**src/verilog/jalr_pkg.sv**
```systemverilog
// Shared types for the jump-register resolution unit
// Queue entry, CDB broadcast word and resolution result
// Register addresses of the control and counter block

package jalr_pkg;

    // Data and address width
    localparam int xlen = 32;

    // Reorder-buffer tag, 0 means the value is already present
    typedef logic [3:0] rob_tag_t;

    // One pending JALR as held in the queue
    typedef struct packed {
        logic             valid;
        rob_tag_t         src_tag;
        logic [xlen-1:0]  base;
        logic [xlen-1:0]  imm;
        logic [xlen-1:0]  predicted_target;
        rob_tag_t         rob_tag;
    } jalr_entry_t;

    // One broadcast on the common data bus
    typedef struct packed {
        logic             valid;
        rob_tag_t         tag;
        logic [xlen-1:0]  result;
        // First half of a split load, result not final yet
        logic             load_step1;
    } cdb_word_t;

    // Outcome of one resolved jump
    typedef struct packed {
        rob_tag_t         rob_tag;
        logic [xlen-1:0]  target;
        logic             mispredict;
    } jalr_result_t;

    // Register map
    localparam logic [1:0] ctrl_addr       = 2'd0;
    localparam logic [1:0] resolved_addr   = 2'd1;
    localparam logic [1:0] mispredict_addr = 2'd2;

endpackage
```
**src/verilog/jalr_head_if.sv**
```systemverilog
// Handshake between the queue head and the resolver
// Queue presents the oldest entry, resolver pops it

`timescale 1ns/1ns

interface jalr_head_if;

    logic                   head_valid;
    // Not empty and base operand present
    logic                   head_ready;
    jalr_pkg::jalr_entry_t  head;
    // Only while head_ready, entry leaves at the edge
    logic                   pop;

    modport queue (
        output head_valid,
        output head_ready,
        output head,
        input  pop
    );

    modport resolver (
        input  head_valid,
        input  head_ready,
        input  head,
        output pop
    );

endinterface

```
**src/verilog/cdb_if.sv**
```systemverilog
// Common data bus interface
// Source side drives a broadcast, snoopers only listen

`timescale 1ns/1ns

interface cdb_if;

    // Single-cycle broadcast, no back-pressure
    logic                         valid;
    jalr_pkg::rob_tag_t           tag;
    logic [jalr_pkg::xlen-1:0]    result;
    logic                         load_step1;

    modport source (
        output valid,
        output tag,
        output result,
        output load_step1
    );

    modport snooper (
        input  valid,
        input  tag,
        input  result,
        input  load_step1
    );

endinterface

```
**src/verilog/jalr_unit.sv**
```systemverilog
// Jump-register resolution unit top level
// Queue, commit-time resolver and register block on plain ports

`timescale 1ns/1ns

module jalr_unit #(
    parameter int DEPTH = 4
) (
    input  logic                        clk,
    input  logic                        reset,
    input  logic                        enq_valid,
    input  jalr_pkg::jalr_entry_t       enq_entry,
    input  logic                        cdb_valid,
    input  jalr_pkg::rob_tag_t          cdb_tag,
    input  logic [jalr_pkg::xlen-1:0]   cdb_result,
    input  logic                        cdb_load_step1,
    input  logic                        commit,
    input  logic                        cfg_wr_en,
    input  logic [1:0]                  cfg_addr,
    input  logic [31:0]                 cfg_wdata,
    output logic [31:0]                 cfg_rdata,
    output logic                        resolve_valid,
    output jalr_pkg::jalr_result_t      result,
    output logic                        credit_return
);

    logic align_enable;

    cdb_if       i_cdb ();
    jalr_head_if i_head ();

    // Broadcast from the core's CDB
    assign i_cdb.valid      = cdb_valid;
    assign i_cdb.tag        = cdb_tag;
    assign i_cdb.result     = cdb_result;
    assign i_cdb.load_step1 = cdb_load_step1;

    jalr_queue #(
        .DEPTH (DEPTH)
    ) i_jalr_queue (
        .clk           (clk),
        .reset         (reset),
        .enq_valid     (enq_valid),
        .enq_entry     (enq_entry),
        .cdb           (i_cdb.snooper),
        .head          (i_head.queue),
        .credit_return (credit_return)
    );

    jalr_resolve i_jalr_resolve (
        .clk           (clk),
        .reset         (reset),
        .head          (i_head.resolver),
        .commit        (commit),
        .align_enable  (align_enable),
        .resolve_valid (resolve_valid),
        .result        (result)
    );

    jalr_csr i_jalr_csr (
        .clk           (clk),
        .reset         (reset),
        .cfg_wr_en     (cfg_wr_en),
        .cfg_addr      (cfg_addr),
        .cfg_wdata     (cfg_wdata),
        .cfg_rdata     (cfg_rdata),
        .resolve_valid (resolve_valid),
        .mispredict    (result.mispredict),
        .align_enable  (align_enable)
    );

endmodule

```
**src/verilog/jalr_csr.sv**
```systemverilog
// Control register and jump event counters
// Write port clears counters, reads are combinational

`timescale 1ns/1ns

module jalr_csr (
    input  logic         clk,
    input  logic         reset,
    input  logic         cfg_wr_en,
    input  logic [1:0]   cfg_addr,
    input  logic [31:0]  cfg_wdata,
    output logic [31:0]  cfg_rdata,
    input  logic         resolve_valid,
    input  logic         mispredict,
    output logic         align_enable
);

    logic [31:0]  resolved_count;
    logic [31:0]  mispredict_count;

    // Control bit, aligned targets by default
    always_ff @(posedge clk) begin
        if (reset) begin
            align_enable <= 1'b1;
        end else if (cfg_wr_en && cfg_addr == jalr_pkg::ctrl_addr) begin
            align_enable <= cfg_wdata[0];
        end
    end

    // Saturating counters, a write clears and wins over an event
    always_ff @(posedge clk) begin
        if (reset) begin
            resolved_count <= '0;
            mispredict_count <= '0;
        end else begin
            if (cfg_wr_en && cfg_addr == jalr_pkg::resolved_addr) begin
                resolved_count <= '0;
            end else if (resolve_valid && resolved_count != '1) begin
                resolved_count <= resolved_count + 32'd1;
            end
            if (cfg_wr_en && cfg_addr == jalr_pkg::mispredict_addr) begin
                mispredict_count <= '0;
            end else if (resolve_valid && mispredict && mispredict_count != '1) begin
                mispredict_count <= mispredict_count + 32'd1;
            end
        end
    end

    // Read mux
    always_comb begin
        case (cfg_addr)
            jalr_pkg::ctrl_addr:       cfg_rdata = {31'b0, align_enable};
            jalr_pkg::resolved_addr:   cfg_rdata = resolved_count;
            jalr_pkg::mispredict_addr: cfg_rdata = mispredict_count;
            default:                   cfg_rdata = '0;
        endcase
    end

endmodule

```
**src/verilog/jalr_resolve.sv**
```systemverilog
// Commit-time resolution of the oldest JALR
// Forms base + imm, optionally aligned, and flags a mispredict

`timescale 1ns/1ns

module jalr_resolve (
    input  logic                    clk,
    input  logic                    reset,
    jalr_head_if.resolver           head,
    input  logic                    commit,
    input  logic                    align_enable,
    output logic                    resolve_valid,
    output jalr_pkg::jalr_result_t  result
);

    logic [jalr_pkg::xlen-1:0]  sum;
    logic [jalr_pkg::xlen-1:0]  target;
    logic                       busy;

    // One pop per commit request
    assign head.pop = commit && !busy && head.head_valid && head.head_ready;

    assign sum    = head.head.base + head.head.imm;
    assign target = {sum[jalr_pkg::xlen-1:1], sum[0] & ~align_enable};

    // Busy until the commit request is withdrawn
    always_ff @(posedge clk) begin
        if (reset) begin
            busy <= 1'b0;
            resolve_valid <= 1'b0;
        end else begin
            busy <= head.pop || (busy && commit);
            resolve_valid <= head.pop;
        end
    end

    // Result payload
    always_ff @(posedge clk) begin
        if (head.pop) begin
            result.rob_tag    <= head.head.rob_tag;
            result.target     <= target;
            result.mispredict <= (target != head.head.predicted_target);
        end
    end

endmodule

```
**src/verilog/jalr_queue.sv**
```systemverilog
// In-order queue of pending JALRs
// Snoops the CDB for missing base values, bypasses a same-cycle broadcast
// and returns one dispatch credit per popped entry

`timescale 1ns/1ns

module jalr_queue #(
    parameter int DEPTH = 4
) (
    input  logic                   clk,
    input  logic                   reset,
    input  logic                   enq_valid,
    input  jalr_pkg::jalr_entry_t  enq_entry,
    cdb_if.snooper                 cdb,
    jalr_head_if.queue             head,
    output logic                   credit_return
);

    localparam int PTR_W = (DEPTH > 1) ? $clog2(DEPTH) : 1;
    localparam int CNT_W = $clog2(DEPTH + 1);

    jalr_pkg::jalr_entry_t  slots [DEPTH];
    jalr_pkg::cdb_word_t    bus;
    jalr_pkg::jalr_entry_t  enq_word;

    logic [PTR_W-1:0]  wptr;
    logic [PTR_W-1:0]  rptr;
    logic [CNT_W-1:0]  count;
    logic              wake;

    // Collect the snooped broadcast into one word
    assign bus = '{
        valid:      cdb.valid,
        tag:        cdb.tag,
        result:     cdb.result,
        load_step1: cdb.load_step1
    };

    // Only final results wake a waiting entry
    assign wake = bus.valid && !bus.load_step1;

    // Bypass a broadcast that arrives together with the entry
    always_comb begin
        enq_word = enq_entry;
        if (wake && enq_entry.src_tag != '0 && enq_entry.src_tag == bus.tag) begin
            enq_word.base    = bus.result;
            enq_word.src_tag = '0;
        end
    end

    // Entry storage with CDB capture
    always_ff @(posedge clk) begin
        for (int i = 0; i < DEPTH; i++) begin
            if (wake && slots[i].valid && slots[i].src_tag != '0 &&
                slots[i].src_tag == bus.tag) begin
                slots[i].base    <= bus.result;
                slots[i].src_tag <= '0;
            end
        end
        // Write slot is free, so the new entry takes priority
        if (enq_valid) begin
            slots[wptr] <= enq_word;
        end
    end

    // Pointers and occupancy
    always_ff @(posedge clk) begin
        if (reset) begin
            wptr <= '0;
            rptr <= '0;
            count <= '0;
        end else begin
            if (enq_valid) begin
                wptr <= (wptr == PTR_W'(DEPTH - 1)) ? '0 : wptr + PTR_W'(1);
            end
            if (head.pop) begin
                rptr <= (rptr == PTR_W'(DEPTH - 1)) ? '0 : rptr + PTR_W'(1);
            end
            case ({enq_valid, head.pop})
                2'b10: count <= count + CNT_W'(1);
                2'b01: count <= count - CNT_W'(1);
                default: count <= count;
            endcase
        end
    end

    // One credit back per retired entry
    always_ff @(posedge clk) begin
        if (reset) begin
            credit_return <= 1'b0;
        end else begin
            credit_return <= head.pop;
        end
    end

    // Head view for the resolver
    assign head.head       = slots[rptr];
    assign head.head_valid = (count != '0);
    assign head.head_ready = head.head_valid && (slots[rptr].src_tag == '0);

endmodule

```
**config.mk**
```make
export PLATFORM = sky130hd
export DESIGN_NAME = jalr_unit
export DESIGN_NICKNAME = d
export VERILOG_FILES = /design/src/verilog/jalr_pkg.sv /design/src/verilog/jalr_head_if.sv /design/src/verilog/cdb_if.sv /design/src/verilog/jalr_unit.sv /design/src/verilog/jalr_csr.sv /design/src/verilog/jalr_resolve.sv /design/src/verilog/jalr_queue.sv
export SDC_FILE = /design/constraint.sdc
export NUM_CORES = 1
export LEC_CHECK = 0
export BUFFER_PORTS_ARGS = -buffer_cell sky130_fd_sc_hd__buf_2
export CAP_MARGIN = 15
export CORE_MARGIN = 4
export CORE_UTILIZATION = 35
export CTS_CLUSTER_SIZE = 8
export DETAILED_ROUTE_END_ITERATION = 12
export SYNTH_ARGS = -nofsm -noshare
export SYNTH_HDL_FRONTEND = slang
export SYNTH_SLANG_ARGS = --single-unit
```
**constraint.sdc**
```tcl
create_clock -name clk -period 6.36 [get_ports clk]
set_input_delay 0.636 -clock clk [delete_from_list [all_inputs] [get_ports clk]]
set_output_delay 0.636 -clock clk [all_outputs]
set_load 0.03 [all_outputs]
```
Word level (Yosys, flattened, before mapping). Memories as Yosys holds them, arrays and structs flattened. A register that Yosys moved wholly into a read port is not among the register bits. Cells that the tools add are included.

Add/sub/neg operators: 7. Multipliers: 0. Divide/modulo/power cells: 0. Magnitude comparators: 0. Equality and inequality tests: 14. Shift operators: 0. Multiplexer cells: 17. Bitwise operators: 2. Reductions and logical operators: 40.

Operators by type and width (count): 32-bit one-hot mux with 3 select lines (1); 32-bit by 1-bit adder with 32-bit output (second input constant) (2); 32-bit != test (second input constant) (2); 36-bit two-way mux (1); 32-bit adder (1); 32-bit != test (1); 1-bit logical AND (26); 4-bit == test (5); 4-bit nonzero test (5); 1-bit two-way mux (10); 2-bit == test (second input constant) (4); 2-bit two-way mux (4); 3-bit one-hot mux with 2 select lines (1); 2-bit by 1-bit adder with 2-bit output (second input constant) (2); 2-bit by 1-bit == test with 1-bit output (second input constant) (2); 4-bit logical NOT (1); 2-bit OR reduction (2); 3-bit by 1-bit adder with 3-bit output (second input constant) (1); 3-bit nonzero test (1); 3-bit by 1-bit subtractor with 3-bit output (second input constant) (1); 1-bit logical NOT (2); 2-bit logical NOT (1); 2-bit nonzero test (1); 1-bit bitwise AND (1); other kinds (2) (2).

Register bits: 111. Bits in latches: 0. RAM bits: 420. Memory bits (read-only): 0. Bits of input ports: 182. Output and inout port bits: 71. Word-level logic and storage cells: 92. Memories kept: 1.

Memories: i_jalr_queue.slots (depth 4, width 105, read ports 5, clocked after memory_dff 1, write ports 5, line jalr_queue.sv:22) `jalr_pkg::jalr_entry_t slots [DEPTH];`.

Longest topological paths before layout.
Word-level depth: 7. Gate-level depth with buffers: 18. Depth with buffers taken out: 12.

Cells and area by module. From an unflattened synthesis, not the netlist that was laid out.

Cell total of the unflattened synthesis: 1721. Area total of the unflattened synthesis: 25789.7 um2.

Modules (own cells, without submodules): jalr_queue (instances 1, cells an instance 809, area an instance 18124.9 um2, seq. area each 12812.3 um2); jalr_resolve (instances 1, cells an instance 461, area an instance 4028.9 um2, seq. area each 1151.1 um2); jalr_csr (instances 1, cells an instance 451, area an instance 3636.0 um2, seq. area each 1301.2 um2).

Worst setup path after synthesis. Ideal clock, no wire load.

Kind: input to register. Start: input cdb_tag[1]. End: memory i_jalr_queue.slots[2][100] (netlist name) (enable). Setup time: 0.530 ns. Arrival: 4.890 ns. Required time: 5.830 ns. Setup slack: 0.940 ns. Stages: 4. Buffers on the path: 1. Path through: clkbuf_1 xnor2_1 nand3_1 o41ai_1.

RTL lines: start, declared (line jalr_unit.sv:14) `input jalr_pkg::rob_tag_t cdb_tag,`; end, declared (line jalr_queue.sv:22).

==> metrics <==
capture point of the worst reg-to-reg path=i_jalr_resolve.result[0]; DRT iter0 DRCs=904; endpoint arrival time on the critical path=5510 ps; critical path peak fanout=42; Post-CTS Setup Bufs=0; count of final max-slew check failures=0; clock share of power=42.3%; post-placement cell count=2683; clock network latency to the later pin of the worst-skew pair=610 ps; # rows=96; critical path class=flip-flop to flip-flop; first-pass GRT wire length=93700 um; unrepaired setup endpoints after global routing=false; async set-or-reset flop fraction in the synthesized netlist=0%; final weighted congestion in routability-driven placement=0.850; sequential cell area fraction in the yosys report=62.7%; # resized after CTS=0; initial standard-cell utilization of the core=35.4%; remaining design rule violation count=0; Cell Int Power=6720 uW; achievable clock frequency=193 MHz; count of maximum capacitance violations=0; number of antenna violations at the first check in global routing=29; Yosys warning count=0; most common library cell in the layout ignoring fill and taps=sky130_fd_sc_hd__edfxtp_1; Synth Register Bits=533; filler cell count=6292; combinational fraction of design power=12.7%; area share of the largest cell type after synthesis=56.4%; net count after synthesis=1807; CTS tree=yes; Leak=0.00977 uW; number of routed nets with antenna violations=0; height of the die=272 um; largest net degree at the start of global routing=58; Synth area leader=sky130_fd_sc_hd__edfxtp_1; leading register cell type out of synthesis=sky130_fd_sc_hd__edfxtp_1; layout overhead on the synthesized area=18.3%; area of the mapped netlist=24300 um2; Final Cell Area=28800 um2; category of the worst setup path launch point=flip-flop; status=complete, no violations; post-detailed-routing wire length=61800 um; root buf cell=sky130_fd_sc_hd__clkbuf_16; Post-Synthesis Cells=1584; Total Die Area=73800 um2; ratio of total power to cell area=309 nW/um2; net switching power figure=2170 uW; CTS sink cnt=533; total global-route track usage=16.7%; routed length per placed instance=22.1 um; worst slew margin relative to its limit=30.1%; Total Power=8890 uW; number of levels the H-tree was split into=3; worst hold path class=input port to flip-flop; Top-Level Pins=253; count of buffers inserted at the top-level ports=221; number of flops mapped to enable cells by yosys=457; number of buffers added to fix hold violations after cts=0; Period minus WS final=5190 ps; switching power as a share of total power=24.4%; clock tree skew after final layout=23.9 ps; TritonCTS Buffers=77; FF-to-FF path depth=12; transition time of the tightest slew-check pin=1050 ps; top library cells by usage in the layout, fill and taps aside=sky130_fd_sc_hd__edfxtp_1 (457), sky130_fd_sc_hd__buf_2 (221), sky130_fd_sc_hd__mux2_2 (128); capture point of the critical path=i_jalr_resolve.result[0]; maximum number of buffers from clock root to sink=3; worst hold slack across all endpoints=243 ps; share of layout cells above drive strength 1=31.9%; Clk pin slew, worst setup/hold paths=50 ps; post-detailed-placement half-perimeter wirelength=42900 um; power share of the sequential group=45.0%; global route overflow=0; Die W=272 um; number of distinct standard cells referenced by the synthesized netlist=79; via count=14441; number of iterations in the first detailed-routing pass=5; Setup Viol. Count Final=0; floorplan core area=68700 um2; CP endpoint kind=flip-flop; cell area after placement=26500 um2; required time of the critical path=6680 ps; average via count per standard cell=5.15; count of nets after finishing=2054; final hold violation count=0; average cell area after synthesis=15.4 um2; flop2flop setup slack=1170 ps; final worst-path cycle share=81.6%; Setup TNS=0 ps; Peak VDD IR=0.162 mV; cell types with the largest area share after synthesis=sky130_fd_sc_hd__edfxtp_1 (56%), sky130_fd_sc_hd__mux4_2 (9.0%), sky130_fd_sc_hd__dfxtp_1 (6.3%); via count of the first global-routing pass=15225; Final Non-Filler Cells=2802
## synth_stat cells (4+ instances only)
cell type	n
sky130_fd_sc_hd__a211oi_1	4
sky130_fd_sc_hd__edfxtp_1	457
sky130_fd_sc_hd__mux2_2	128
sky130_fd_sc_hd__nor3_1	18
sky130_fd_sc_hd__nor2b_1	8
sky130_fd_sc_hd__nand3_1	33
sky130_fd_sc_hd__and3_1	17
sky130_fd_sc_hd__xnor2_1	64
sky130_fd_sc_hd__or3_1	16
sky130_fd_sc_hd__ha_1	39
sky130_fd_sc_hd__o21a_1	7
sky130_fd_sc_hd__o31ai_1	4
sky130_fd_sc_hd__a21oi_1	52
sky130_fd_sc_hd__xor2_1	72
sky130_fd_sc_hd__mux2i_1	4
sky130_fd_sc_hd__dfxtp_1	76
sky130_fd_sc_hd__nor2_1	101
sky130_fd_sc_hd__o21ai_1	6
sky130_fd_sc_hd__nand2_1	64
sky130_fd_sc_hd__inv_1	25
sky130_fd_sc_hd__nor4_1	4
sky130_fd_sc_hd__a21o_1	12
sky130_fd_sc_hd__o211ai_1	4
sky130_fd_sc_hd__and4_1	11
sky130_fd_sc_hd__nand4_1	27
sky130_fd_sc_hd__buf_4	4
sky130_fd_sc_hd__o21ai_0	33
sky130_fd_sc_hd__clkbuf_1	52
sky130_fd_sc_hd__a22o_1	31
sky130_fd_sc_hd__buf_2	18
sky130_fd_sc_hd__and2_1	23
sky130_fd_sc_hd__mux4_2	97
## how the worst min path moves through the flow
stage	startpoint	to	slack (ps)	depth (start not counted)
floorplan	i_jalr_resolve.busy	i_jalr_resolve.busy	440	2
global placement	i_jalr_resolve.busy	i_jalr_resolve.busy	450	2
detailed placement	i_jalr_resolve.busy	i_jalr_resolve.busy	450	2
CTS	enq_entry[14]	i_jalr_queue.slots[3][14]	200	1
global route	enq_entry[14]	i_jalr_queue.slots[2][14]	210	1
finish	enq_entry[61]	i_jalr_queue.slots[3][61]	240	1
## cell type report
class                   count  area (um2)  area share (%)
inverters                  25        93.8           0.326
clock inverters             7         133           0.461
repair buffers            246        1300            4.53
flip-flops and latches    533       15300            53.0
well taps                 931        1160            4.05
diodes                     11        27.5          0.0957
clock buffers             101        2070            7.20
multi-input cells         948        8710            30.3
## per-layer routing
| layer | vias to the layer above | track usage (%) | share of wire [%] |
|---|---|---|---|
| met1 | 7211 | 20.8 | 41 |
| li1 | 6665 | - | - |
| met3 | 126 | 4.76 | 6.8 |
| met2 | 415 | 28.0 | 49 |
| met4 | 24 | 5.79 | 3.1 |
| met5 | - | 0 | 0.21 |
## state kept, by name, summed over array words and instances (netlist names), named ones only
signal / flops
i_jalr_queue.count: 3
i_jalr_csr.mispredict_count: 32
i_jalr_csr.resolved_count: 32
i_jalr_queue.rptr: 2
i_jalr_queue.slots: 420
i_jalr_csr.align_enable: 1
i_jalr_resolve.result: 37
i_jalr_resolve.busy: 1
i_jalr_resolve.resolve_valid: 1
i_jalr_queue.wptr: 2
## power groups by stage
stage / Clock, uW / Sequential, uW / Combinational, uW
final: 3760 / 4010 / 1130
after global routing: 4010 / 4010 / 1230
after CTS: 3860 / 4010 / 1140
after global placement: 0 / 4070 / 1120
after detailed placement: 0 / 4070 / 1130
after floorplan: 0 / 4080 / 749
## logic make-up (layout without fill, tap and decap cells)
family	Yosys count	after routing	share of synthesized area, %
other	0	11	0
muxes	231	231	15.3
adders and majority gates	41	41	2.17
and+or+nand+nor	343	343	7.18
xor gates and xnor gates	141	141	5.37
DFF	533	533	62.7
AOI/OAI and AO/OA	192	192	5.52
buffers and inverters	103	379	1.78
## critical path: stages, from the launching register on
cell,delay [ps]
sky130_fd_sc_hd__dfxtp_4,900
sky130_fd_sc_hd__buf_4,350
sky130_fd_sc_hd__mux4_2,570
sky130_fd_sc_hd__ha_1,480
sky130_fd_sc_hd__nand2_2,120
sky130_fd_sc_hd__or4_4,570
sky130_fd_sc_hd__or3_4,420
sky130_fd_sc_hd__a31oi_2,340
sky130_fd_sc_hd__xnor3_1,260
sky130_fd_sc_hd__nor4b_1,340
sky130_fd_sc_hd__nand4_1,140
sky130_fd_sc_hd__nor4_1,250
sky130_fd_sc_hd__nand4_1,130
## per-stage QoR
| stage | utilization [%] | setup slack, ps |
|---|---|---|
| 4_1_cts | 41.8 | 1020 |
| 2_1_floorplan | - | 940 |
| 5_1_grt | 41.8 | 776 |
| 3_3_place_gp | 38.6 | 1160 |
| 3_5_place_dp | 38.6 | 1060 |
| 6_report | 41.9 | 1170 |
Note: power is estimated with default switching activity, not from simulation.
